`config.mk`:
```
export PLATFORM = sky130hd
export DESIGN_NAME = stream_fifo
export DESIGN_NICKNAME = d
export VERILOG_FILES = /design/src/verilog/stream_fifo.sv
export SDC_FILE = /design/constraint.sdc
export NUM_CORES = 1
export LEC_CHECK = 0
export ABC_CLOCK_PERIOD_IN_PS = 5600
export BUFFER_PORTS_ARGS = -buffer_cell sky130_fd_sc_hd__buf_2
export CORE_MARGIN = 5
export CORE_UTILIZATION = 36
export CTS_CLUSTER_DIAMETER = 100
export DETAILED_ROUTE_END_ITERATION = 10
export SYNTH_ARGS = -nofsm -noshare
export SYNTH_HDL_FRONTEND = slang
export SYNTH_SLANG_ARGS = --single-unit
```
`constraint.sdc`:
```
create_clock -name aclk -period 5.6 [get_ports aclk]
set_input_delay 0.56 -clock aclk [delete_from_list [all_inputs] [get_ports aclk]]
set_output_delay 0.56 -clock aclk [all_outputs]
set_load 0.03 [all_outputs]
```
`src/verilog/stream_fifo.sv`:
```
// show-ahead valid/ready fifo with registered head and a type-parameter payload
`timescale 1ns/1ps
`default_nettype none

module stream_fifo #(
  parameter type payload_t = logic [7:0],
  parameter int DEPTH_LOG2 = 4
) (
  input  logic     aclk,
  input  logic     aresetn,

  input  logic     in_valid,
  output logic     in_ready,
  input  payload_t in_data,

  output logic     out_valid,
  input  logic     out_ready,
  output payload_t out_data
);

  localparam int DEPTH = 1 << DEPTH_LOG2;
  localparam logic [DEPTH_LOG2:0] FULL_COUNT = {1'b1, {DEPTH_LOG2{1'b0}}};

  payload_t mem [DEPTH];

  logic [DEPTH_LOG2-1:0] wr_ptr;
  logic [DEPTH_LOG2-1:0] rd_ptr;
  // items held in mem, the head register not included
  logic [DEPTH_LOG2:0]   mem_count;

  logic push;
  logic pop_mem;

  assign in_ready = (mem_count != FULL_COUNT);
  assign push     = in_valid && in_ready;

  // refill the head when it is empty or leaving this cycle
  assign pop_mem = (mem_count != '0) && (!out_valid || out_ready);

  // ------------------------------
  // storage and head register
  // ------------------------------

  always_ff @(posedge aclk) begin
    if (push) begin
      mem[wr_ptr] <= in_data;
    end
  end

  always_ff @(posedge aclk) begin
    if (pop_mem) begin
      out_data <= mem[rd_ptr];
    end
  end

  // ------------------------------
  // pointers, fill count, head valid
  // ------------------------------

  always_ff @(posedge aclk) begin
    if (!aresetn) begin
      wr_ptr    <= '0;
      rd_ptr    <= '0;
      mem_count <= '0;
      out_valid <= 1'b0;
    end else begin
      if (push) begin
        wr_ptr <= wr_ptr + 1'b1;
      end
      if (pop_mem) begin
        rd_ptr <= rd_ptr + 1'b1;
      end

      case ({push, pop_mem})
        2'b10:   mem_count <= mem_count + 1'b1;
        2'b01:   mem_count <= mem_count - 1'b1;
        default: mem_count <= mem_count;
      endcase

      if (pop_mem) begin
        out_valid <= 1'b1;
      end else if (out_ready) begin
        out_valid <= 1'b0;
      end
    end
  end

  // stalled head must not change under the consumer
  a_head_stable: assert property (@(posedge aclk) disable iff (!aresetn)
    out_valid && !out_ready |=> out_valid && $stable(out_data));

endmodule

`default_nettype wire

```
# After elaboration in Yosys (flattened, before gate mapping)
# Memories as Yosys holds them, arrays and structs flattened. A register that Yosys moved wholly into a read port is not among the register bits.
# Index checks and enable logic that the tools add are counted.
[word_totals] latch_bits=0 ram_bits=128 elab_cells=24 mem_bits_ro=0 reg_bits=14 memories=1
[mem_list] memory="mem" depth=16 width=8 rd=1 rd_clocked_by_memory_dff=1 wr=1 line="24" text="payload_t mem [DEPTH];"
[op_classes] mul=0 mux=5 shifts=0 n_div=0 eq_ne=3 addsub=4 n_bitwise=0 reduce_logical=7 magnitude_cmp=0
[ops] cell="one-hot mux 5 bit (2 select lines)" count=1
[ops] cell="adder 4 x 1 -> 4 bit, second input constant" count=2
[ops] cell="adder 5 x 1 -> 5 bit, second input constant" count=1
[ops] cell="inequality test 5 bit, second input constant" count=1
[ops] cell="nonzero test 5 bit" count=1
[ops] cell="subtractor 5 x 1 -> 5 bit, second input constant" count=1
[ops] cell="two-way mux 1 bit" count=4
[ops] cell="nonzero test 2 bit" count=2
[ops] cell="== test 2 x 1 -> 1 bit, second input constant" count=1
[ops] cell="== test 2 bit, second input constant" count=1
[ops] cell="logical AND 1 bit" count=2
[ops] cell="zero test 1 bit" count=1
[ops] cell="logical OR 1 bit" count=1

# Logic depth before layout (Yosys ltp)
[depth] depth_word=5 ltp_mapped=12 mapped_depth_nobuf=10

# Worst setup path before layout
# Ideal clock, no wire load.
[synth_timing] path_type="register to register" start="register mem_count[1]" end="register mem_count[2]" path_slack_ns=2.793 arrival_ns=2.737 n_path_buf=2 path_stages_with_launch=13 required_time_ns=5.529 path_cell_list="dfxtp_1 buf_6 or4_4 o21ai_4 inv_1 ha_1 clkbuf_1 xor2_1 ha_1 a21oi_1 xor2_1 or3_1 a21oi_1"
[synth_via] elab_chain_len=4 elab_cells_between_ends=10 cone_classes="add/sub: 2; eq/ne: 3; mux: 1; reduce/logical: 4"
[synth_lines] element="from (decl)" line="29" text="logic [DEPTH_LOG2:0] mem_count;"
[synth_lines] element="from (signal assigned)" line="75" text="2'b10: mem_count <= mem_count + 1'b1;"
[synth_lines] element="from (signal assigned)" line="76" text="2'b01: mem_count <= mem_count - 1'b1;"
[synth_lines] element="from (signal assigned)" line="77" text="default: mem_count <= mem_count;"
[synth_lines] element="nonzero test 5 bit *" line="38" text="assign pop_mem = (mem_count != '0) && (!out_valid || out_ready);"
[synth_lines] element="logical AND 1 bit *" line="38"
[synth_lines] element="via pop_mem" line="32" text="logic pop_mem;"
[synth_lines] element="== test 2 x 1 -> 1 bit or == test 2 bit (tied branches)" line="74" text="case ({push, pop_mem})"
[synth_lines] element="one-hot mux 5 bit (2 select lines) or nonzero test 2 bit (tied branches)"
# Mark *: on every way through the listed nets, which the timed path passes. The rest lies on a longest branch.
# A chain may end at the register's enable or synchronous reset.

# Worst setup path after layout
# Same ends and word-level chain as after synthesis.

==> metrics.cfg <==
[synthesis]
synth.area.top_cells = edfxtp_1 (68%), mux4_2 (12%), dfxtp_1 (4.7%)
syn_area_um2 = 6005
yosys.area.top_type = edfxtp_1
syn_inst = 323
synth_nets = 344
synthArstFlopShare_pct = 0
ys_seq_elements = 150
seq_area_frac_synth_pct = 72.68
synth_edf_count = 136
yosys_most_used_dff = edfxtp_1
synth_cell_type_count = 40
netlist.area_leader.share_pct = 68.01
ys_warn_count = 0
avgSynthCellArea_um2 = 18.59

[route]
ant_nets = 0
avgViaCountPerCell = 5.083
wl_um = 11550
drc_errors = 0
wl_per_cell_um = 19.95
first_pass_iters = 4
vias = 2943
drt_iter0_markers = 265

[finish]
num_antenna_cells = 0
layout_common_cells = edfxtp_1 (136), mux4_2 (32), nor2_1 (22), buf_2 (21)
drive_above_1_share_pct = 25.91
stdcell_count = 579
syn_to_final_growth_pct = 15.32
layout_commonest_cell = edfxtp_1
final_nets = 367
design_area_um2 = 6924
num-fill-cells = 1439

[power]
peakVddDrop_uv = 216.5
p_leak_nw = 2.286
power_mw = 3.263
powerDensity_nw_per_um2 = 471.3

[setup_path]
end_kind = register
crit_slowest_cell = or4_4
setup.worst_path.class = reg2reg
max_stage_delay_ns = 0.60
cpLargestDelayFamily = simple AND/OR/NAND/NOR gates
critical_path_buf_inv_count = 1
crit_fanout = 10
start_kind = register
crit_chain = or4_4, o21ai_4, inv_1, ha_1, xor2_1, ha_1, a21oi_1, xor2_1, or3_1, a21oi_1
cp_data_required_time_ns = 5.94
critPathArrivalTime_ns = 3.34

[placement]
dp_slack_ns = 2.611
place_inst = 547
io_buffers = 21
gp_congestion = 0.7357
placed_cell_area_um2 = 6314
dp_hpwl_um = 7060

[run_status]
status = completed

[global_routing]
grt_max_degree = 36
grt_pass1_wl_um = 18060
grt_overflow_total = 0
grt_use_total_pct = 12.66
antenna_found_initial = 0
grt_pass1_vias = 3064

[sta]
timing.fmax_mhz = 334.0
worstMarginPinSlew_ns = 0.9521
post-route-period-util_pct = 53.46
rsz0062_at_grt = false
worst_slack_ns = 2.606
finalSetupViolCount = 0
finClkSkew_ns = 0.007980
setup-tns-final_ns = 0
finalHoldViolations = 0
relSlewSlack_pct = 36.29
min_period_ns = 2.994
final-max-slew-violation-count = 0

[die]
fp.coreArea_um2 = 16470
die_h_um = 139.1
pin_count = 22
die_x_um = 139.1
dieArea_um2 = 19360
rows = 47
initial_core_util_pct = 36.47

[clock_network]
postCtsHoldBufs = 0
clk_latency_ns = 0.42
clkSinkCount = 150
htree_num_levels = 4
clk_pin_slew_ns = 0.06
clk_path_buf_depth = 2
cts_tree = built
cts-resized-gates = 0
cts_made_buffers = 17
clock-root-buffer = clkbuf_16
post-cts-setup-buffer-count = 0

[job]
cap_violations = 0

[hold_path]
min_path_type = in2reg

==> metrics by stage <==
stage	util, %	hold WS, ns
after floorplan	-	0.4967
after global placement	38.34	0.5138
after detailed placement	38.34	0.5192
after CTS	42.05	0.4666
after global routing	42.05	0.4832
final	42.05	0.4770
==> worst register-to-register path: stages, from the launching register on <==
cell and delay (ns):
dfxtp_1 0.39, or4_4 0.60, o21ai_4 0.22, inv_1 0.26, ha_1 0.38, xor2_1 0.18
ha_1 0.23, a21oi_1 0.15, xor2_1 0.09, or3_1 0.31, a21oi_1 0.13
==> power breakdown <==
| part | switching, mW | internal, mW | total (mW) |
|---|---|---|---|
| Clock | 0.427 | 0.743 | 1.17 |
| Combinational | 0.418 | 0.304 | 0.723 |
| Sequential | 0.0448 | 1.33 | 1.37 |
| Total | 0.890 | 2.37 | 3.26 |
==> sequential cells by signal, summed over array words and instances, names as in the netlist <==
register,flops
mem,128
mem_count,5
out_data,8
out_valid,1
rd_ptr,4
wr_ptr,4
==> Yosys cell counts (2+ instances only) <==
| cell type | instances |
|---|---|
| edfxtp_1 | 136 |
| mux4_2 | 32 |
| nor2_1 | 22 |
| nand2_1 | 17 |
| a22oi_1 | 16 |
| dfxtp_1 | 14 |
| ha_1 | 9 |
| clkbuf_1 | 8 |
| xor2_1 | 7 |
| inv_1 | 6 |
| mux2i_1 | 5 |
| nor3_1 | 5 |
| buf_4 | 4 |
| nand2b_1 | 4 |
| o211ai_1 | 4 |
| a21oi_1 | 2 |
| a31oi_1 | 2 |
| buf_1 | 2 |
| buf_2 | 2 |
| buf_6 | 2 |
| nand3_1 | 2 |
| nor2b_1 | 2 |
| o21ai_0 | 2 |
| or3_1 | 2 |
==> path summary, 6_finish.rpt <==
path              slack [ns]           end  cells after the start          from
setup / recovery        2.61  mem_count[2]                     10  mem_count[1]
hold / removal          0.48  mem_count[4]                      3       aresetn
setup reg to reg        2.61  mem_count[2]                     10  mem_count[1]
hold reg to reg         0.53     rd_ptr[1]                      2     rd_ptr[1]
==> per-layer routing <==
layer  vias to the layer above  wire, um  global-route usage [%]
met3                        16       683                   3.310
met2                        73      5726                   20.58
met1                      1517      4937                   16.27
met5                         -         0                       0
li1                       1337         -                       -
met4                         0       201                   5.098
==> cells by family (layout without fill, tap and decap cells) <==
group,count (synthesis),after routing,synth area share [%]
xor gates and xnor gates,8,8,1.167
AOI/OAI and AO/OA,32,32,4.251
muxes,37,37,12.84
buffers and inverters,25,61,2.167
adders and majority gates,9,9,1.875
and+or+nand+nor,62,62,5.022
DFF,150,150,72.68
==> layout make-up <==
class / instances / area, um2 / share of cell area, %
sequential: 150 / 4365 / 63.05
tap: 220 / 275.3 / 3.975
multi-input combinational: 148 / 1530 / 22.10
timing repair buffer: 23 / 120.1 / 1.735
clock inverter: 13 / 177.7 / 2.566
inverter: 6 / 22.52 / 0.3253
clock buffer: 19 / 432.9 / 6.252
Note: power is estimated with default switching activity, not from simulation.
