===== src/verilog/kvs_net_pkg.sv =====
// stream widths, listen-port defaults and packed beat/metadata types
`default_nettype none

package kvs_net_pkg;

  // ------------------------------
  // widths
  // ------------------------------

  // one network beat
  localparam int NET_DATA_W = 512;

  // metadata carried along with each response beat
  localparam int RESP_META_W = 64;

  // session id sits in the low bits of the beat metadata
  localparam int SESSION_W = 16;

  // tx length field, in bytes
  localparam int TX_LEN_W = 16;

  // every beat is counted as a full 64 byte word
  localparam int BEAT_BYTES = 64;

  // tcp port number
  localparam int PORT_W = 16;

  // ------------------------------
  // basic types
  // ------------------------------

  typedef logic [NET_DATA_W-1:0] net_word_t;

  typedef logic [PORT_W-1:0] port_t;

  // ------------------------------
  // listen-port defaults
  // ------------------------------

  // server ports 2880 up to 2887
  localparam port_t DEFAULT_FIRST_PORT = 16'h0B40;

  localparam int DEFAULT_PORT_COUNT = 8;

  // ------------------------------
  // stream payloads
  // ------------------------------

  // response beat from the store, 577 bits
  typedef struct packed {
    logic                   last;
    logic [RESP_META_W-1:0] meta;
    net_word_t              data;
  } resp_beat_t;

  // beat towards the network, 513 bits
  typedef struct packed {
    logic      last;
    net_word_t data;
  } tx_beat_t;

  // tx metadata word, length above session
  typedef struct packed {
    logic [TX_LEN_W-1:0]  len;
    logic [SESSION_W-1:0] session;
  } tx_meta_t;

endpackage

`default_nettype wire

===== src/verilog/tx_meta_builder.sv =====
// response beat forwarding with per-message session/length tracking and tx metadata
`timescale 1ns/1ps
`default_nettype none

module tx_meta_builder import kvs_net_pkg::*; (
  input  logic       aclk,
  input  logic       aresetn,

  input  logic       in_valid,
  output logic       in_ready,
  input  resp_beat_t in_beat,

  output logic       beat_valid,
  input  logic       beat_ready,
  output tx_beat_t   beat,

  output logic       meta_valid,
  input  logic       meta_ready,
  output tx_meta_t   meta
);

  logic                 first_beat;
  logic [SESSION_W-1:0] session_q;
  logic [TX_LEN_W-1:0]  len_q;

  logic                 meta_free;
  logic                 xfer;
  logic [SESSION_W-1:0] cur_session;
  logic [TX_LEN_W-1:0]  next_len;

  // ------------------------------
  // beat path
  // ------------------------------

  // a pending word that can't leave blocks the next message
  assign meta_free = !meta_valid || meta_ready;

  assign in_ready   = beat_ready && meta_free;
  assign beat_valid = in_valid && meta_free;
  assign beat.last  = in_beat.last;
  assign beat.data  = in_beat.data;

  assign xfer = in_valid && in_ready;

  // session comes from the first beat only
  assign cur_session = first_beat ? in_beat.meta[SESSION_W-1:0] : session_q;
  assign next_len    = first_beat ? TX_LEN_W'(BEAT_BYTES) : len_q + TX_LEN_W'(BEAT_BYTES);

  // ------------------------------
  // message tracking
  // ------------------------------

  always_ff @(posedge aclk) begin
    if (!aresetn) begin
      first_beat <= 1'b1;
      meta_valid <= 1'b0;
    end else begin
      if (meta_valid && meta_ready) begin
        meta_valid <= 1'b0;
      end
      if (xfer) begin
        first_beat <= in_beat.last;
        // a last beat in the same cycle as the pop reloads the word
        if (in_beat.last) begin
          meta_valid <= 1'b1;
        end
      end
    end
  end

  always_ff @(posedge aclk) begin
    if (xfer) begin
      session_q <= cur_session;
      len_q     <= next_len;
      if (in_beat.last) begin
        meta.len     <= next_len;
        meta.session <= cur_session;
      end
    end
  end

  a_meta_held: assert property (@(posedge aclk) disable iff (!aresetn)
    meta_valid && !meta_ready |=> meta_valid && $stable(meta));

endmodule

`default_nettype wire


===== config.mk =====
export PLATFORM = sky130hd
export DESIGN_NAME = tx_meta_builder
export DESIGN_NICKNAME = d
export VERILOG_FILES = /design/src/verilog/kvs_net_pkg.sv /design/src/verilog/tx_meta_builder.sv
export SDC_FILE = /design/constraint.sdc
export NUM_CORES = 1
export LEC_CHECK = 0
export BUFFER_PORTS_ARGS = -buffer_cell sky130_fd_sc_hd__buf_2
export CELL_PAD_IN_SITES_DETAIL_PLACEMENT = 1
export CELL_PAD_IN_SITES_GLOBAL_PLACEMENT = 2
export CORE_AREA = 2 2 436 438
export DETAILED_ROUTE_END_ITERATION = 6
export DIE_AREA = 0 0 438 440
export PLACE_DENSITY = 0.31
export SETUP_SLACK_MARGIN = 0.5
export SLEW_MARGIN = 5
export SYNTH_ARGS = -nofsm -noshare
export SYNTH_HDL_FRONTEND = slang
export SYNTH_SLANG_ARGS = --single-unit

===== constraint.sdc =====
create_clock -name aclk -period 2.5 [get_ports aclk]
set_clock_uncertainty 0.1 [all_clocks]
set_input_delay 0.375 -clock aclk [delete_from_list [all_inputs] [get_ports aclk]]
set_output_delay 0.375 -clock aclk [all_outputs]
set_load 0.005 [all_outputs]

* After elaboration in Yosys (flattened, before gate mapping)
Cells that the tools add are included.
Word-level totals: register bits 66, input bits 582, logic and storage cells 19
Operators by class: add/subtract/negate cells 1, mux-type cells 5, reduce and logical (&&, ||, !) cells 7
Operator list (number):
- 2-to-1 mux 16 bit | 2
- adder 16 x 7 -> 16 bit, second input constant | 1
- logical AND 1 bit | 4
- 2-to-1 mux 1 bit | 3
- AND reduction 2 bit | 1
- zero test 1 bit | 1
- logical OR 1 bit | 1

* Depth between registers and ports, before layout
word-level depth 5, mapped depth 4, mapped depth without buffers 4

* Worst setup path after synthesis
Ideal clock, no wire load.
path kind input to register, start point input port meta_ready, end point register len_q[0], enable pin, library setup time 393 ps, data arrival time 1379 ps, data required time 2007 ps, path slack 628 ps, stages 2, buffers on the path 0, path through nand2b_1 -> and3_1
On the way: longest elaborated chain between the ends 3
RTL lines:
- start: declaration | line tx_meta_builder.sv:18 | input logic meta_ready,
- logical OR 1 bit | line tx_meta_builder.sv:36 | assign meta_free = !meta_valid || meta_ready;
- logical AND 1 bit | line tx_meta_builder.sv:38 | assign in_ready = beat_ready && meta_free;
- logical AND 1 bit | line tx_meta_builder.sv:43 | assign xfer = in_valid && in_ready;
- named net xfer | line tx_meta_builder.sv:27 | logic xfer;
- end signal: assignment | line tx_meta_builder.sv:74 | len_q <= next_len;
- end: declaration | line tx_meta_builder.sv:24 | logic [TX_LEN_W-1:0] len_q;
The timed path passes the listed nets, and every way through them passes these cells. A chain may end at the register's enable or synchronous reset.

* Worst setup path in the final report
start point register len_q[8], end point register meta[29] in the netlist's numbering (data pin)
On the way: longest elaborated chain between the ends 2
RTL lines:
- adder 16 x 7 -> 16 bit | line tx_meta_builder.sv:47 | assign next_len = first_beat ? TX_LEN_W'(BEAT_BYTES) : len_q + TX_LEN_W'(BEAT_BYTES);
- 2-to-1 mux 16 bit | line tx_meta_builder.sv:47
- named net next_len[13] | line tx_meta_builder.sv:29 | logic [TX_LEN_W-1:0] next_len;
- end: declaration | line tx_meta_builder.sv:19 | output tx_meta_t meta
The timed path passes the listed nets, and every way through them passes these cells.

==> summary.txt <==
NetSw = 0.6733 mW
HP Class = primary input to flop
Worst Reg-to-Reg Cells = 3
Worst-path clk slew = 0.06 ns
DP Cell Count = 2702
Seq/Total Area, Yosys = 31.06%
initial core utilization = 3.349%
Worst slew margin = 75.76%
cells after synthesis = 648
Yosys warnings = 0
1st-pass router iterations = 4
final setup vio count = 0
DRT iter0 DRCs = 115
Final min period = 1.735 ns
routed wire length per instance = 8.431 um
initial antenna violation count = 0
Num Clock Sinks = 66
Post-DRT Antenna Nets = 0
first-pass GRT wire length = 27670 um
average vias per placed instance = 0.8234
Sw Ratio = 22.54%
fmax = 576.5 MHz
Max Cap Violations = 0
Seq pwr share = 43.1%
die extent in y = 440 um
RSZ-0062 raised after global routing = no
r2r setup slk = 0.77 ns
cts bufs inserted = 9
RR Startpoint = len_q[8]$_DFFE_PP_
cell area after synthesis = 6316 sq um
final cell count without fillers = 2718
area delta synth->final = -0.4754%
Tot GR Track Use = 2.302%
fin crit share = 69.39%
R2R Path End = meta[29]$_DFFE_PP_
PostCTS Resize Cnt = 0
cell depth of the worst min-delay path = 2
leakage dissipation = 1.216 nW
Worst setup SP type = flop
critical path buffer and inverter count = 0
Crit path max-delay family = simple AND/OR/NAND/NOR gates
maximum vdd drop = 288.7 uV
die area = 192700 sq um
FP Rows = 160
drc violations = 0
critical-path cell list = nand4_2, or4_1, a21oi_1
Clk network pwr share = 52.0%
Unique masters post-synth = 28
Top-Level Pins = 1130
nature of the critical path endpoint = flop
post-synth top area cell = buf_4
H-tree Lvls = 3
Critical Path RT = 2.56 ns
antenna cells = 0
number of port buffers = 57
run status = finished clean
Fin Setup TNS = 0 ns
Slew Viols, Final = 0
Fin. Hold Viols = 0
share of layout cells above drive strength 1 = 47.83%
register bit total from synthesis = 66
Setup CP Type = flop to flop
power per cell area = 475.3 nW/um^2
internal power = 2.314 mW
setup repair bufs after CTS = 0
Slew @ Worst Pin = 0.3603 ns
via count = 2238
top cells by area, synth = buf_4 61%, edfxtp_1 30%, mux2_2 3.2%, nor2b_1 0.89%, dfxtp_1 0.63%
Clock Tree Root = clkbuf_16
Critical Path AT = 1.79 ns
Critical Path Slowest Stage Cell = or4_1
CTS tree = built
logic gate share of total power = 4.9%
worst-case clock buffer depth = 2
largest net degree at the start of global routing = 34
Post-Syn Nets = 1231
hold-fix buffers at CTS = 0
worst skew pair latency = 0.38 ns
share of the synthesized area in the top cell type = 60.97%
Hold Path Origin = aresetn
GR Overflow Total = 0
nets@finish = 785
WL final = 22920 um
Avg Cell Area, Syn = 9.747 sq um
Die W = 438 um
core area = 188600 sq um
HPWL Detailed = 18090 um
CP max stage delay = 0.44 ns
Hold EP = first_beat$_SDFFE_PN1P_
GP Congestion = 0.5592
CP max FO = 5
number of global-route vias before repair = 2551
-- cell usage in the layout, fill, tap and decap left out, drive strengths merged, types with 2 or more instances in the layout --
master  count
nand2       2
nand3       3
buf        60
nand4       3
dfxtp       2
nor2        5
and2        2
clkinv      3
edfxtp     64
bufinv      3
o21ai       2
xnor2       2
clkbuf      9
or3         2
nor2b       9
and3        2
inv         5
mux2       18
a21oi       3
-- power by group through the flow --
stage	clock network [mW]	registers, mW	logic (mW)
floorplan	0	1.30	0.737
global placement	0	1.32	0.152
detailed placement	0	1.32	0.157
CTS	1.67	1.29	0.158
global route	1.67	1.30	0.167
finish	1.55	1.29	0.146
-- layout make-up --
type,count,area [sq um]
clock inverters,7,125.1
clock buffers,9,225.2
flip-flops and latches,66,1963
repair buffers,60,345.3
fillers,22480,182300
inverters,4,15.01
multi-input cells,61,470.5
well taps,2511,3142
-- cells by family (layout without fill, tap and decap cells) --
logic type	Yosys count	after routing	synth area share, %
simple gates	31	31	2.853
fa+ha+maj	1	1	0.1981
mux	18	18	3.209
flops	66	66	31.06
xor+xnor	3	3	0.4161
buf+inv	521	80	61.51
compound gates	8	8	0.7528
-- Yosys cell counts, drive strengths merged --
cell and number:
xor2 1, a21oi 3, nor2 5, o211ai 1
edfxtp 64, a21boi 1, nand4 3, ha 1
o21ai 2, or3 2, mux2 18, and2 2
nor2b 9, nand2 2, buf 516, clkbuf 1
nor4 1, or4 1, nand3 3, o31ai 1
nand2b 1, dfxtp 2, and3 2, xnor2 2
inv 4
-- sequential cells by signal, summed over array words and instances (netlist names) --
signal / flops
len_q: 16
session_q: 16
first_beat: 1
meta: 32
meta_valid: 1
-- worst max path at each step --
stage,from,end,slack [ns],cells after the start
finish,len_q[8]$_DFFE_PP_,meta[29]$_DFFE_PP_,0.77,3
global route,len_q[8]$_DFFE_PP_,meta[29]$_DFFE_PP_,0.68,3
CTS,meta[5]$_DFFE_PP_,meta[5],0.75,1
detailed placement,meta_ready,meta[11]$_DFFE_PP_,0.76,5
global placement,len_q[6]$_DFFE_PP_,meta[28]$_DFFE_PP_,0.75,4
floorplan,meta_ready,len_q[0]$_DFFE_PP_,0.63,2
-- layer usage --
metal / part of all wire, % / wire length, um / track usage, %
met1: 24 / 5530 / 1.513
met2: 37 / 8522 / 2.507
met3: 24 / 5404 / 2.541
met4: 15 / 3419 / 4.099
met5: 0.17 / 39 / 0.1737
-- stage by stage --
step                util (%)  total power [mW]  area [sq um]  hold WS [ns]  setup WS, ns
global placement       3.148             1.467          5936        0.4520        0.7519
global route           3.333             3.132          6286        0.1029        0.6809
detailed placement     3.148             1.472          5936        0.4598        0.7640
floorplan                  -             2.041          6316        0.3639        0.6275
CTS                    3.333             3.115          6286       0.07497        0.7516
finish                 3.333             2.988          6286        0.1073        0.7653
No activity file was read; power rests on OpenSTA's default activity.
