[config.mk]
export PLATFORM = sky130hd
export DESIGN_NAME = listen_port_opener
export DESIGN_NICKNAME = d
export VERILOG_FILES = /design/src/verilog/kvs_net_pkg.sv /design/src/verilog/listen_port_opener.sv
export SDC_FILE = /design/constraint.sdc
export NUM_CORES = 1
export LEC_CHECK = 0
export BUFFER_PORTS_ARGS = -buffer_cell sky130_fd_sc_hd__buf_2
export CAP_MARGIN = 20
export CORE_MARGIN = 3
export CORE_UTILIZATION = 40
export DETAILED_ROUTE_END_ITERATION = 16
export HOLD_SLACK_MARGIN = 0.06
export PLACE_DENSITY = 0.66
export SYNTH_ARGS = -nofsm -noshare
export SYNTH_HDL_FRONTEND = slang
export SYNTH_SLANG_ARGS = --single-unit
[constraint.sdc]
create_clock -name aclk -period 4 [get_ports aclk]
set_clock_uncertainty 0.05 [all_clocks]
set_input_delay 0.2 -clock aclk [delete_from_list [all_inputs] [get_ports aclk]]
set_output_delay 0.2 -clock aclk [all_outputs]
set_load 0.005 [all_outputs]
[src/verilog/kvs_net_pkg.sv]
// stream widths, listen-port defaults and packed beat/metadata types
`default_nettype none

package kvs_net_pkg;

  // ------------------------------
  // widths
  // ------------------------------

  // one network beat
  localparam int NET_DATA_W = 512;

  // metadata carried along with each response beat
  localparam int RESP_META_W = 64;

  // session id sits in the low bits of the beat metadata
  localparam int SESSION_W = 16;

  // tx length field, in bytes
  localparam int TX_LEN_W = 16;

  // every beat is counted as a full 64 byte word
  localparam int BEAT_BYTES = 64;

  // tcp port number
  localparam int PORT_W = 16;

  // ------------------------------
  // basic types
  // ------------------------------

  typedef logic [NET_DATA_W-1:0] net_word_t;

  typedef logic [PORT_W-1:0] port_t;

  // ------------------------------
  // listen-port defaults
  // ------------------------------

  // server ports 2880 up to 2887
  localparam port_t DEFAULT_FIRST_PORT = 16'h0B40;

  localparam int DEFAULT_PORT_COUNT = 8;

  // ------------------------------
  // stream payloads
  // ------------------------------

  // response beat from the store, 577 bits
  typedef struct packed {
    logic                   last;
    logic [RESP_META_W-1:0] meta;
    net_word_t              data;
  } resp_beat_t;

  // beat towards the network, 513 bits
  typedef struct packed {
    logic      last;
    net_word_t data;
  } tx_beat_t;

  // tx metadata word, length above session
  typedef struct packed {
    logic [TX_LEN_W-1:0]  len;
    logic [SESSION_W-1:0] session;
  } tx_meta_t;

endpackage

`default_nettype wire
[src/verilog/listen_port_opener.sv]
// start-up delay counter and one-strobe-per-port listen announcement
`timescale 1ns/1ps
`default_nettype none

module listen_port_opener import kvs_net_pkg::*; #(
  parameter int    START_DELAY = 200_000_000,
  parameter port_t FIRST_PORT  = DEFAULT_FIRST_PORT,
  parameter int    PORT_COUNT  = DEFAULT_PORT_COUNT
) (
  input  logic  aclk,
  input  logic  aresetn,

  input  logic  listen_port_ready,
  output logic  listen_port_valid,
  output port_t listen_port
);

  localparam int DELAY_W   = $clog2(START_DELAY + 2);
  localparam int CNT_W     = $clog2(PORT_COUNT + 1);
  localparam int LAST_PORT = FIRST_PORT + PORT_COUNT - 1;

  logic [DELAY_W-1:0] delay_cnt;
  logic               delay_done;
  logic [CNT_W-1:0]   sent_cnt;
  logic               fire;

  // counter saturates once the delay has passed
  assign delay_done = (delay_cnt == DELAY_W'(START_DELAY));

  // strobe only from a low cycle, so strobes never touch
  assign fire = delay_done && !listen_port_valid && listen_port_ready &&
                (sent_cnt != CNT_W'(PORT_COUNT));

  always_ff @(posedge aclk) begin
    if (!aresetn) begin
      delay_cnt         <= '0;
      sent_cnt          <= '0;
      listen_port_valid <= 1'b0;
    end else begin
      if (!delay_done) begin
        delay_cnt <= delay_cnt + 1'b1;
      end
      // plain one-cycle pulse, no handshake
      listen_port_valid <= fire;
      if (fire) begin
        sent_cnt <= sent_cnt + 1'b1;
      end
    end
  end

  // port number only matters while the strobe is up
  always_ff @(posedge aclk) begin
    if (fire) begin
      listen_port <= FIRST_PORT + port_t'(sent_cnt);
    end
  end

  a_port_in_range: assert property (@(posedge aclk) disable iff (!aresetn)
    listen_port_valid |-> (listen_port >= FIRST_PORT) && (int'(listen_port) <= LAST_PORT));

endmodule

`default_nettype wire

Word-level counts from Yosys, hierarchy flattened. Cells that the tools add are included.

Flip-flop bits (word level): 49. Input bits: 3. Output and inout bits: 17. Logic and storage cells: 13.

Add/sub/neg operators: 3. Equality and inequality tests: 2. Reductions and logical operators: 4.

Operator list (count): $add 28x1->28 const B (1); $eq 28x28->1 const B (1); $add 12x4->13 const A (1); $add 4x1->4 const B (1); $ne 4x4->1 const B (1); $logic_and 1x1->1 (3); $logic_not 1->1 (1).

Logic depth before layout (Yosys ltp). Gate-level depths: netlist (run 1).

Depth after elaboration: 4. Depth in mapped cells: 7. Gate-level depth less buffers: 7.

Worst setup path after synthesis (run 1). OpenSTA, ideal clock, no wires.

Path kind: register to register. Start: reg delay_cnt[0]. End: reg sent_cnt[1]. Library setup time: 0.128 ns. Data arrival time: 1.639 ns. Required time: 3.822 ns. Setup slack: 2.183 ns. Cell stages (with the launch flop): 8. Buffers on the path: 0. Period minus slack after synthesis: 1.817 ns. Cell sequence: dfxtp_1 -> inv_1 -> ha_1 -> nor4b_1 -> nand4_1 -> nor3b_4 -> mux2i_1 -> nor2_1.

Longest elaborated chain between the ends: 4.

Ends and longest elaborated chain: start, declared (line listen_port_opener.sv:22) `logic [DELAY_W-1:0] delay_cnt;`; start signal, assigned (line listen_port_opener.sv:41) `delay_cnt <= delay_cnt + 1'b1;`; $eq 28x28->1 (line listen_port_opener.sv:28) `assign delay_done = (delay_cnt == DELAY_W'(START_DELAY));`; $logic_and 1x1->1 (3 in series) (line listen_port_opener.sv:31) `assign fire = delay_done && !listen_port_valid && listen_port_ready &&`; via fire (line listen_port_opener.sv:25) `logic fire;`; end signal, assigned (line listen_port_opener.sv:46) `sent_cnt <= sent_cnt + 1'b1;`; end, declared (line listen_port_opener.sv:24) `logic [CNT_W-1:0] sent_cnt;`.

The timed path passes the listed nets, and every way through them passes these cells. A chain may end at the register's enable or synchronous reset.

Final worst setup path (run 1). Ends and elaborated chain as after synthesis.

==> flow_metrics.env, run 1 <==
export IMPL_status="finished, final reports clean"
export IMPL_synth_edff_count=4
export IMPL_drive_above_1_share_pct=10.95
export IMPL_cts_root_buf="clkbuf_8"
export IMPL_peakVddDrop_v=0.0002600
export IMPL_synth_area_leaders="dfxtp_1, xnor2_1, edfxtp_1"
export IMPL_pwr_share_clk_pct=38.1
export IMPL_switching_share_pct=22.36
export IMPL_p_int_w=0.0004992
export IMPL_rows=23
export IMPL_grt_antenna_before_repair=0
export IMPL_crit_required_ns=4.10
export IMPL_hold_violations=0
export IMPL_die_y_um=72.93
export IMPL_worst_r2r_startpoint="delay_cnt[0]"
export IMPL_fin_util_pct=45.52
export IMPL_tritoncts_num_buffers=5
export IMPL_num_antenna_cells=0
export IMPL_r2r_end="sent_cnt[1]"
export IMPL_r2r_setup_slack_ns=1.82
export IMPL_synthAdderAreaFrac_pct=2.793
export IMPL_worst_skew_pair_late_latency_ns=0.29
export IMPL_ios=20
export IMPL_setup_worst_path_end="sent_cnt[1]"
export IMPL_ys_seq_area_share_pct=43.58
export IMPL_grt_pass1_wl_um=5092
export IMPL_postCtsSetupBuffers=0
export IMPL_first_iter_violations=33
export IMPL_routed_wirelength_um=3002
export IMPL_core_area_um2=4173
export IMPL_cts_tree="built"
export IMPL_fin_crit_ns=2.179
export IMPL_async_flop_share_pct=0
export IMPL_first_pass_iters=4
export IMPL_p_per_area_nw_per_um2=338.5
export IMPL_place_gp_congestion=0.8612
export IMPL_end_kind="flip-flop"
export IMPL_hpwlAfterDp_um=2075
export IMPL_finalSetupTns_ns=0
export IMPL_clock_sinks=37
export IMPL_via_per_inst=4.984
export IMPL_critPathKind="flip-flop to flip-flop"
export IMPL_r2r_cells=7
export IMPL_cp_start_kind="flip-flop"
export IMPL_clk_path_buf_depth=2
export IMPL_synth_warning_count=0
export IMPL_drcViolationCount=0
export IMPL_synth_xor_area_share_pct=12.71
export IMPL_dominantRegCellSynth="dfxtp_1"
export IMPL_power_leakage_nw=0.6831
export IMPL_synthSimpleGateAreaFrac_pct=27.23
export IMPL_fmax_mhz=458.9
export IMPL_dp_cells=243
export IMPL_vias=1251
export IMPL_htreeDepth=2
export IMPL_slew_headroom_pct=39.86
export IMPL_syn_to_final_growth_pct=6.006
export IMPL_final_nets=207
export IMPL_synth_seq_cells=37
export IMPL_die_area_um2=5318
export IMPL_setup_viol=0
export IMPL_antenna_left=0
export IMPL_synth_avg_cell_area_um2=9.332
export IMPL_cts_hold_buffers=0
export IMPL_syn_cell_area_um2=1792
export IMPL_hold_class="input port to flip-flop"
export IMPL_comb_power_share_pct=2.8
export IMPL_syn_inst=192
export IMPL_netSwitchingPower_w=0.0001438
export IMPL_grt_use_total_pct=12.42
export IMPL_synth_top_cell_by_area="dfxtp_1"
export IMPL_arrival_ns=2.28
export IMPL_synth_compound_area_share_pct=3.561
export IMPL_slew_viol_final=0
export IMPL_clk_pin_slew_ns=0.07
export IMPL_final_period_utilization_pct=54.48
export IMPL_grt_max_degree=31
export IMPL_muxShareOfSynthArea_pct=1.117
export IMPL_grt_pass1_vias=1142
export IMPL_synth_top_family_by_area="simple AND/OR/NAND/NOR gates"
export IMPL_drt_wirelength_per_cell_um=11.96
export IMPL_grt_overflow=0
export IMPL_startpoint="delay_cnt[0]"
export IMPL_yosys_area_top_type_share_pct=36.87
export IMPL_p_seq_share_pct=59.1
export IMPL_post_cts_resized=0
export IMPL_start_util_pct=42.94
export IMPL_worstMarginPinSlew_ns=0.9011
export IMPL_maxCapViolCount=0
export IMPL_port_buffer_count=7
export IMPL_rsz0062_at_grt="no"
export IMPL_synth_distinct_cells=31
export IMPL_worstPathMaxFanout=11
export IMPL_total_power_w=0.0006430
export IMPL_fin_cells=251
export IMPL_die_x_um=72.93
-- worst min-delay path by stage --
stage	depth (start not counted)	from	end	slack, ns
2_1_floorplan	1	aresetn	delay_cnt[10]	0.27
3_3_place_gp	0	sent_cnt[2]	listen_port[2]	0.38
3_5_place_dp	0	sent_cnt[2]	listen_port[2]	0.38
4_1_cts	2	aresetn	delay_cnt[11]	0.08
5_1_grt	2	aresetn	delay_cnt[10]	0.1
6_report	2	aresetn	listen_port_valid	0.09
-- kinds of logic after synthesis --
family | after synthesis
XOR/XNOR | 26
other | 2
AO/OA/AOI/OAI | 11
buffers and inverters | 28
flip-flops | 37
adder cells (fa/ha/maj) | 4
AND/OR/NAND/NOR | 82
multiplexers | 2
-- cell usage after synthesis, drive strengths merged (4+ instances only) --
cell / count
dfxtp: 33
nand3: 10
o21ai: 4
ha: 4
nor2: 31
buf: 13
xor2: 11
a21oi: 4
xnor2: 15
edfxtp: 4
inv: 12
nand2: 7
nand4: 10
nor4: 8
-- layout by cell type, fill, tap and decap left out, types with 3 or more instances in the layout --
master	instances
nor3_1	3
nand3_1	10
nand4_1	8
xor2_1	11
nor2_1	31
nand2_1	7
edfxtp_1	4
clkbuf_8	5
a21oi_1	4
xnor2_1	15
nor4_2	5
ha_1	4
inv_1	12
conb_1	12
and2_1	3
buf_2	7
o21ai_0	4
dfxtp_1	33
-- state kept, by name, indices dropped and copies added, names as in the netlist --
register and cells:
listen_port_valid 1, delay_cnt 28, listen_port 4, sent_cnt 4
-- power groups by stage --
| stage | Combinational (W) | Sequential, W | Clock [W] |
|---|---|---|---|
| final | 0.0000178 | 0.000380 | 0.000245 |
| after global routing | 0.0000215 | 0.000380 | 0.000266 |
| after CTS | 0.0000178 | 0.000380 | 0.000254 |
| after detailed placement | 0.0000178 | 0.000388 | 0 |
| after global placement | 0.0000177 | 0.000388 | 0 |
| after floorplan | 0.0000225 | 0.000388 | 0 |
-- cell type report --
type | instances | area [um2]
multi-input combinational | 137 | 894.6
fill | 416 | 2273
clock buffer | 5 | 68.82
sequential | 37 | 780.7
timing repair buffer | 7 | 35.03
tap | 50 | 62.56
inverter | 12 | 45.04
clock inverter | 3 | 12.51
-- worst max-delay path: stages, from the launching register on --
cell	delay, ns
dfxtp_1	0.34
inv_1	0.10
ha_1	0.15
nor4b_1	0.29
nand4_1	0.30
nor3b_4	0.52
mux2i_1	0.24
nor2_1	0.05
-- layer usage --
metal | up-vias | track usage, % | share of wire [%]
met5 | - | 0 | 0
met4 | 0 | 6.762 | 2.3
met3 | 7 | 3.719 | 3.8
met2 | 23 | 18.54 | 45
met1 | 575 | 16.01 | 49
li1 | 646 | - | -
-- metrics by stage --
| step | worst slack [ns] | hold WS, ns | instance area, um2 |
|---|---|---|---|
| floorplan | 2.183 | 0.2717 | 1829 |
| global placement | 1.823 | 0.3753 | 1818 |
| detailed placement | 1.829 | 0.3819 | 1818 |
| CTS | 1.813 | 0.08374 | 1899 |
| global route | 1.609 | 0.09888 | 1899 |
| finish | 1.821 | 0.08623 | 1899 |
Power figures use the tool's default switching activity.
==> run 2, diff against run 1 <==
- ABC_AREA: default -> 1
- clock period: 4 -> 2.3 ns (I/O delays scaled with it)
==> flow_metrics.env, run 2 <==
export IMPL_ios=20
export IMPL_syn_to_final_growth_pct=9.562
export IMPL_cts_root_buf="clkbuf_8"
export IMPL_clk_pin_slew_ns=0.08
export IMPL_num_antenna_cells=0
export IMPL_place_gp_congestion=0.8309
export IMPL_slew_headroom_pct=62.05
export IMPL_via_per_inst=4.781
export IMPL_largest_register_ffs=28
export IMPL_synth_distinct_cells=28
export IMPL_die_x_um=77.67
export IMPL_critPathKind="flip-flop to flip-flop"
export IMPL_regArea_um2=780.7
export IMPL_crit_required_ns=2.27
export IMPL_fin_crit_ns=1.683
export IMPL_path_cells="inv_1 -> ha_1 -> nand2_1 -> nor2_1 -> nand3_2 -> nor2_4 -> nand2_2 -> clkinv_2"
export IMPL_die_area_um2=6032
export IMPL_final_nets=313
export IMPL_die_y_um=77.67
export IMPL_cp_start_kind="flip-flop"
export IMPL_multi_input_area_um2=1085
export IMPL_yosysMostFrequentCell="nand2_1"
export IMPL_cpMaxStageDelayCell="dfxtp_1"
export IMPL_setup_viol=0
export IMPL_post_cts_resized=0
export IMPL_vias=1788
export IMPL_worst_r2r_startpoint="delay_cnt[0]"
export IMPL_synth_edff_count=4
export IMPL_grt_pass1_vias=1616
export IMPL_rows=25
export IMPL_core_area_um2=4848
export IMPL_clock_sinks=37
export IMPL_start_util_pct=42.37
export IMPL_cts_hold_buffers=0
export IMPL_antenna_left=0
export IMPL_final_period_utilization_pct=73.19
export IMPL_port_buffer_count=7
export IMPL_rsz0062_at_grt="no"
export IMPL_min_delay_start="aresetn"
export IMPL_htreeDepth=2
export IMPL_async_flop_share_pct=0
export IMPL_top_regs="delay_cnt (28), listen_port (4), sent_cnt (4)"
export IMPL_drcViolationCount=0
export IMPL_dominantRegCellSynth="dfxtp_1"
export IMPL_grt_pass1_wl_um=7507
export IMPL_fillers=494
export IMPL_grt_antenna_before_repair=0
export IMPL_tritoncts_num_buffers=5
export IMPL_synth_avg_cell_area_um2=6.941
export IMPL_status="finished, final reports clean"
export IMPL_synth_seq_cells=37
export IMPL_slew_viol_final=0
export IMPL_r2r_cells=8
export IMPL_synth_area_leaders="dfxtp_1, nand2_1, nor2_1"
export IMPL_power_leakage_nw=0.8840
export IMPL_cts_tree="built"
export IMPL_grt_use_total_pct=15.53
export IMPL_r2r_end="listen_port[3]"
export IMPL_regMostFlops="delay_cnt"
export IMPL_drive_above_1_share_pct=8.469
export IMPL_final_cell_mix="nand2_1, nor2_1, dfxtp_1"
export IMPL_drt_wirelength_per_cell_um=11.43
export IMPL_ys_seq_area_share_pct=38.00
export IMPL_first_pass_iters=4
export IMPL_post_place_ws_ns=0.6252
export IMPL_grt_max_degree=19
export IMPL_end_kind="flip-flop"
export IMPL_p_per_area_nw_per_um2=619.3
export IMPL_fmax_mhz=594.1
export IMPL_arrival_ns=1.65
export IMPL_whs_path_depth=3
export IMPL_syn_inst=296
export IMPL_routed_wirelength_um=4273
export IMPL_min_to="delay_cnt[2]"
export IMPL_worst_skew_pair_late_latency_ns=0.30
export IMPL_yosys_area_top_type_share_pct=32.16
export IMPL_grt_overflow=0
export IMPL_r2r_setup_slack_ns=0.62
export IMPL_worstMarginPinSlew_ns=0.5657
export IMPL_clk_path_buf_depth=2
export IMPL_hpwlAfterDp_um=3202
export IMPL_synth_warning_count=0
export IMPL_syn_cell_area_um2=2054
export IMPL_worstPathMaxFanout=9
export IMPL_mostFrequentLayoutCell="nand2_1"
export IMPL_synth_common_cells="nand2_1, nor2_1, dfxtp_1"
export IMPL_finalSetupTns_ns=0
export IMPL_finalWorstSetupSlack_ns=0.6167
export IMPL_hold_violations=0
export IMPL_first_iter_violations=144
export IMPL_postCtsSetupBuffers=0
export IMPL_synth_top_cell_by_area="dfxtp_1"
export IMPL_slowest_delay_ns=0.35
export IMPL_hold_class="input port to flip-flop"
export IMPL_maxCapViolCount=0
export IMPL_peakVddDrop_v=0.0002660
## run 2: cell count changes after synthesis, sizes merged, moves of 10 or more
cell	previous run	this run
a21oi	4	22
inv	12	32
nand2	7	66
nor2	31	59
xor2	11	1
xnor2	15	2
## run 2: logic make-up after synthesis
family,after synthesis,share of synthesized area [%]
buf+inv,48,11.02
compound gates,33,8.405
other cells,2,0.3655
flops,37,38.00
simple gates,169,38.49
fa+ha+maj,4,2.436
xor+xnor,3,1.279
## run 2: stage by stage
stage	power [W]	hold WS [ns]	util, %	instance area [um2]	std cells
global route	0.001444	0.1553	46.43	2251	374
finish	0.001394	0.1508	46.43	2251	374
global placement	0.0007155	0.4120	43.59	2113	366
floorplan	0.0007198	0.2034	-	2092	306
CTS	0.001406	0.1519	46.43	2251	374
detailed placement	0.0007154	0.4147	43.59	2113	366
## run 2: worst max-delay path by stage
stage                             from        endpoint  slack [ns]
after detailed placement  delay_cnt[0]  listen_port[3]        0.63
after global placement    delay_cnt[0]  listen_port[2]        0.67
after CTS                 delay_cnt[0]  listen_port[3]        0.61
after global routing      delay_cnt[0]  listen_port[3]        0.45
after floorplan           delay_cnt[0]  listen_port[0]        0.76
final                     delay_cnt[0]  listen_port[3]        0.62
## run 2: worst max-delay path, delay by kind of cell, from the launching register on
kind / cells / cell delay (ns)
buffers and inverters: 2 / 0.23
and+or+nand+nor: 5 / 0.62
DFF: 1 / 0.35
adders and majority gates: 1 / 0.16
## run 2: cell type report
class	instances	share of cell area (%)
multi-input combinational	221	48.19
sequential	37	34.69
inverter	34	5.725
tap	67	3.724
clock buffer	5	3.057
clock inverter	3	3.057
timing repair buffer	7	1.556
## run 2: power by group
| part | switching (W) | internal (W) | leakage, nW |
|---|---|---|---|
| logic | 0.0000297 | 0.0000115 | 0.507 |
| registers | 0.00000544 | 0.000654 | 0.308 |
| clock network | 0.000257 | 0.000437 | 0.0687 |
| total | 0.000292 | 0.00110 | 0.884 |
## run 2: routing by layer
| layer | routed length, um | global-route usage [%] | vias up |
|---|---|---|---|
| li1 | - | - | 947 |
| met1 | 2079 | 21.05 | 804 |
| met2 | 1959 | 23.97 | 31 |
| met3 | 166 | 4.176 | 6 |
| met4 | 68 | 4.804 | 0 |
| met5 | 0 | 0 | - |
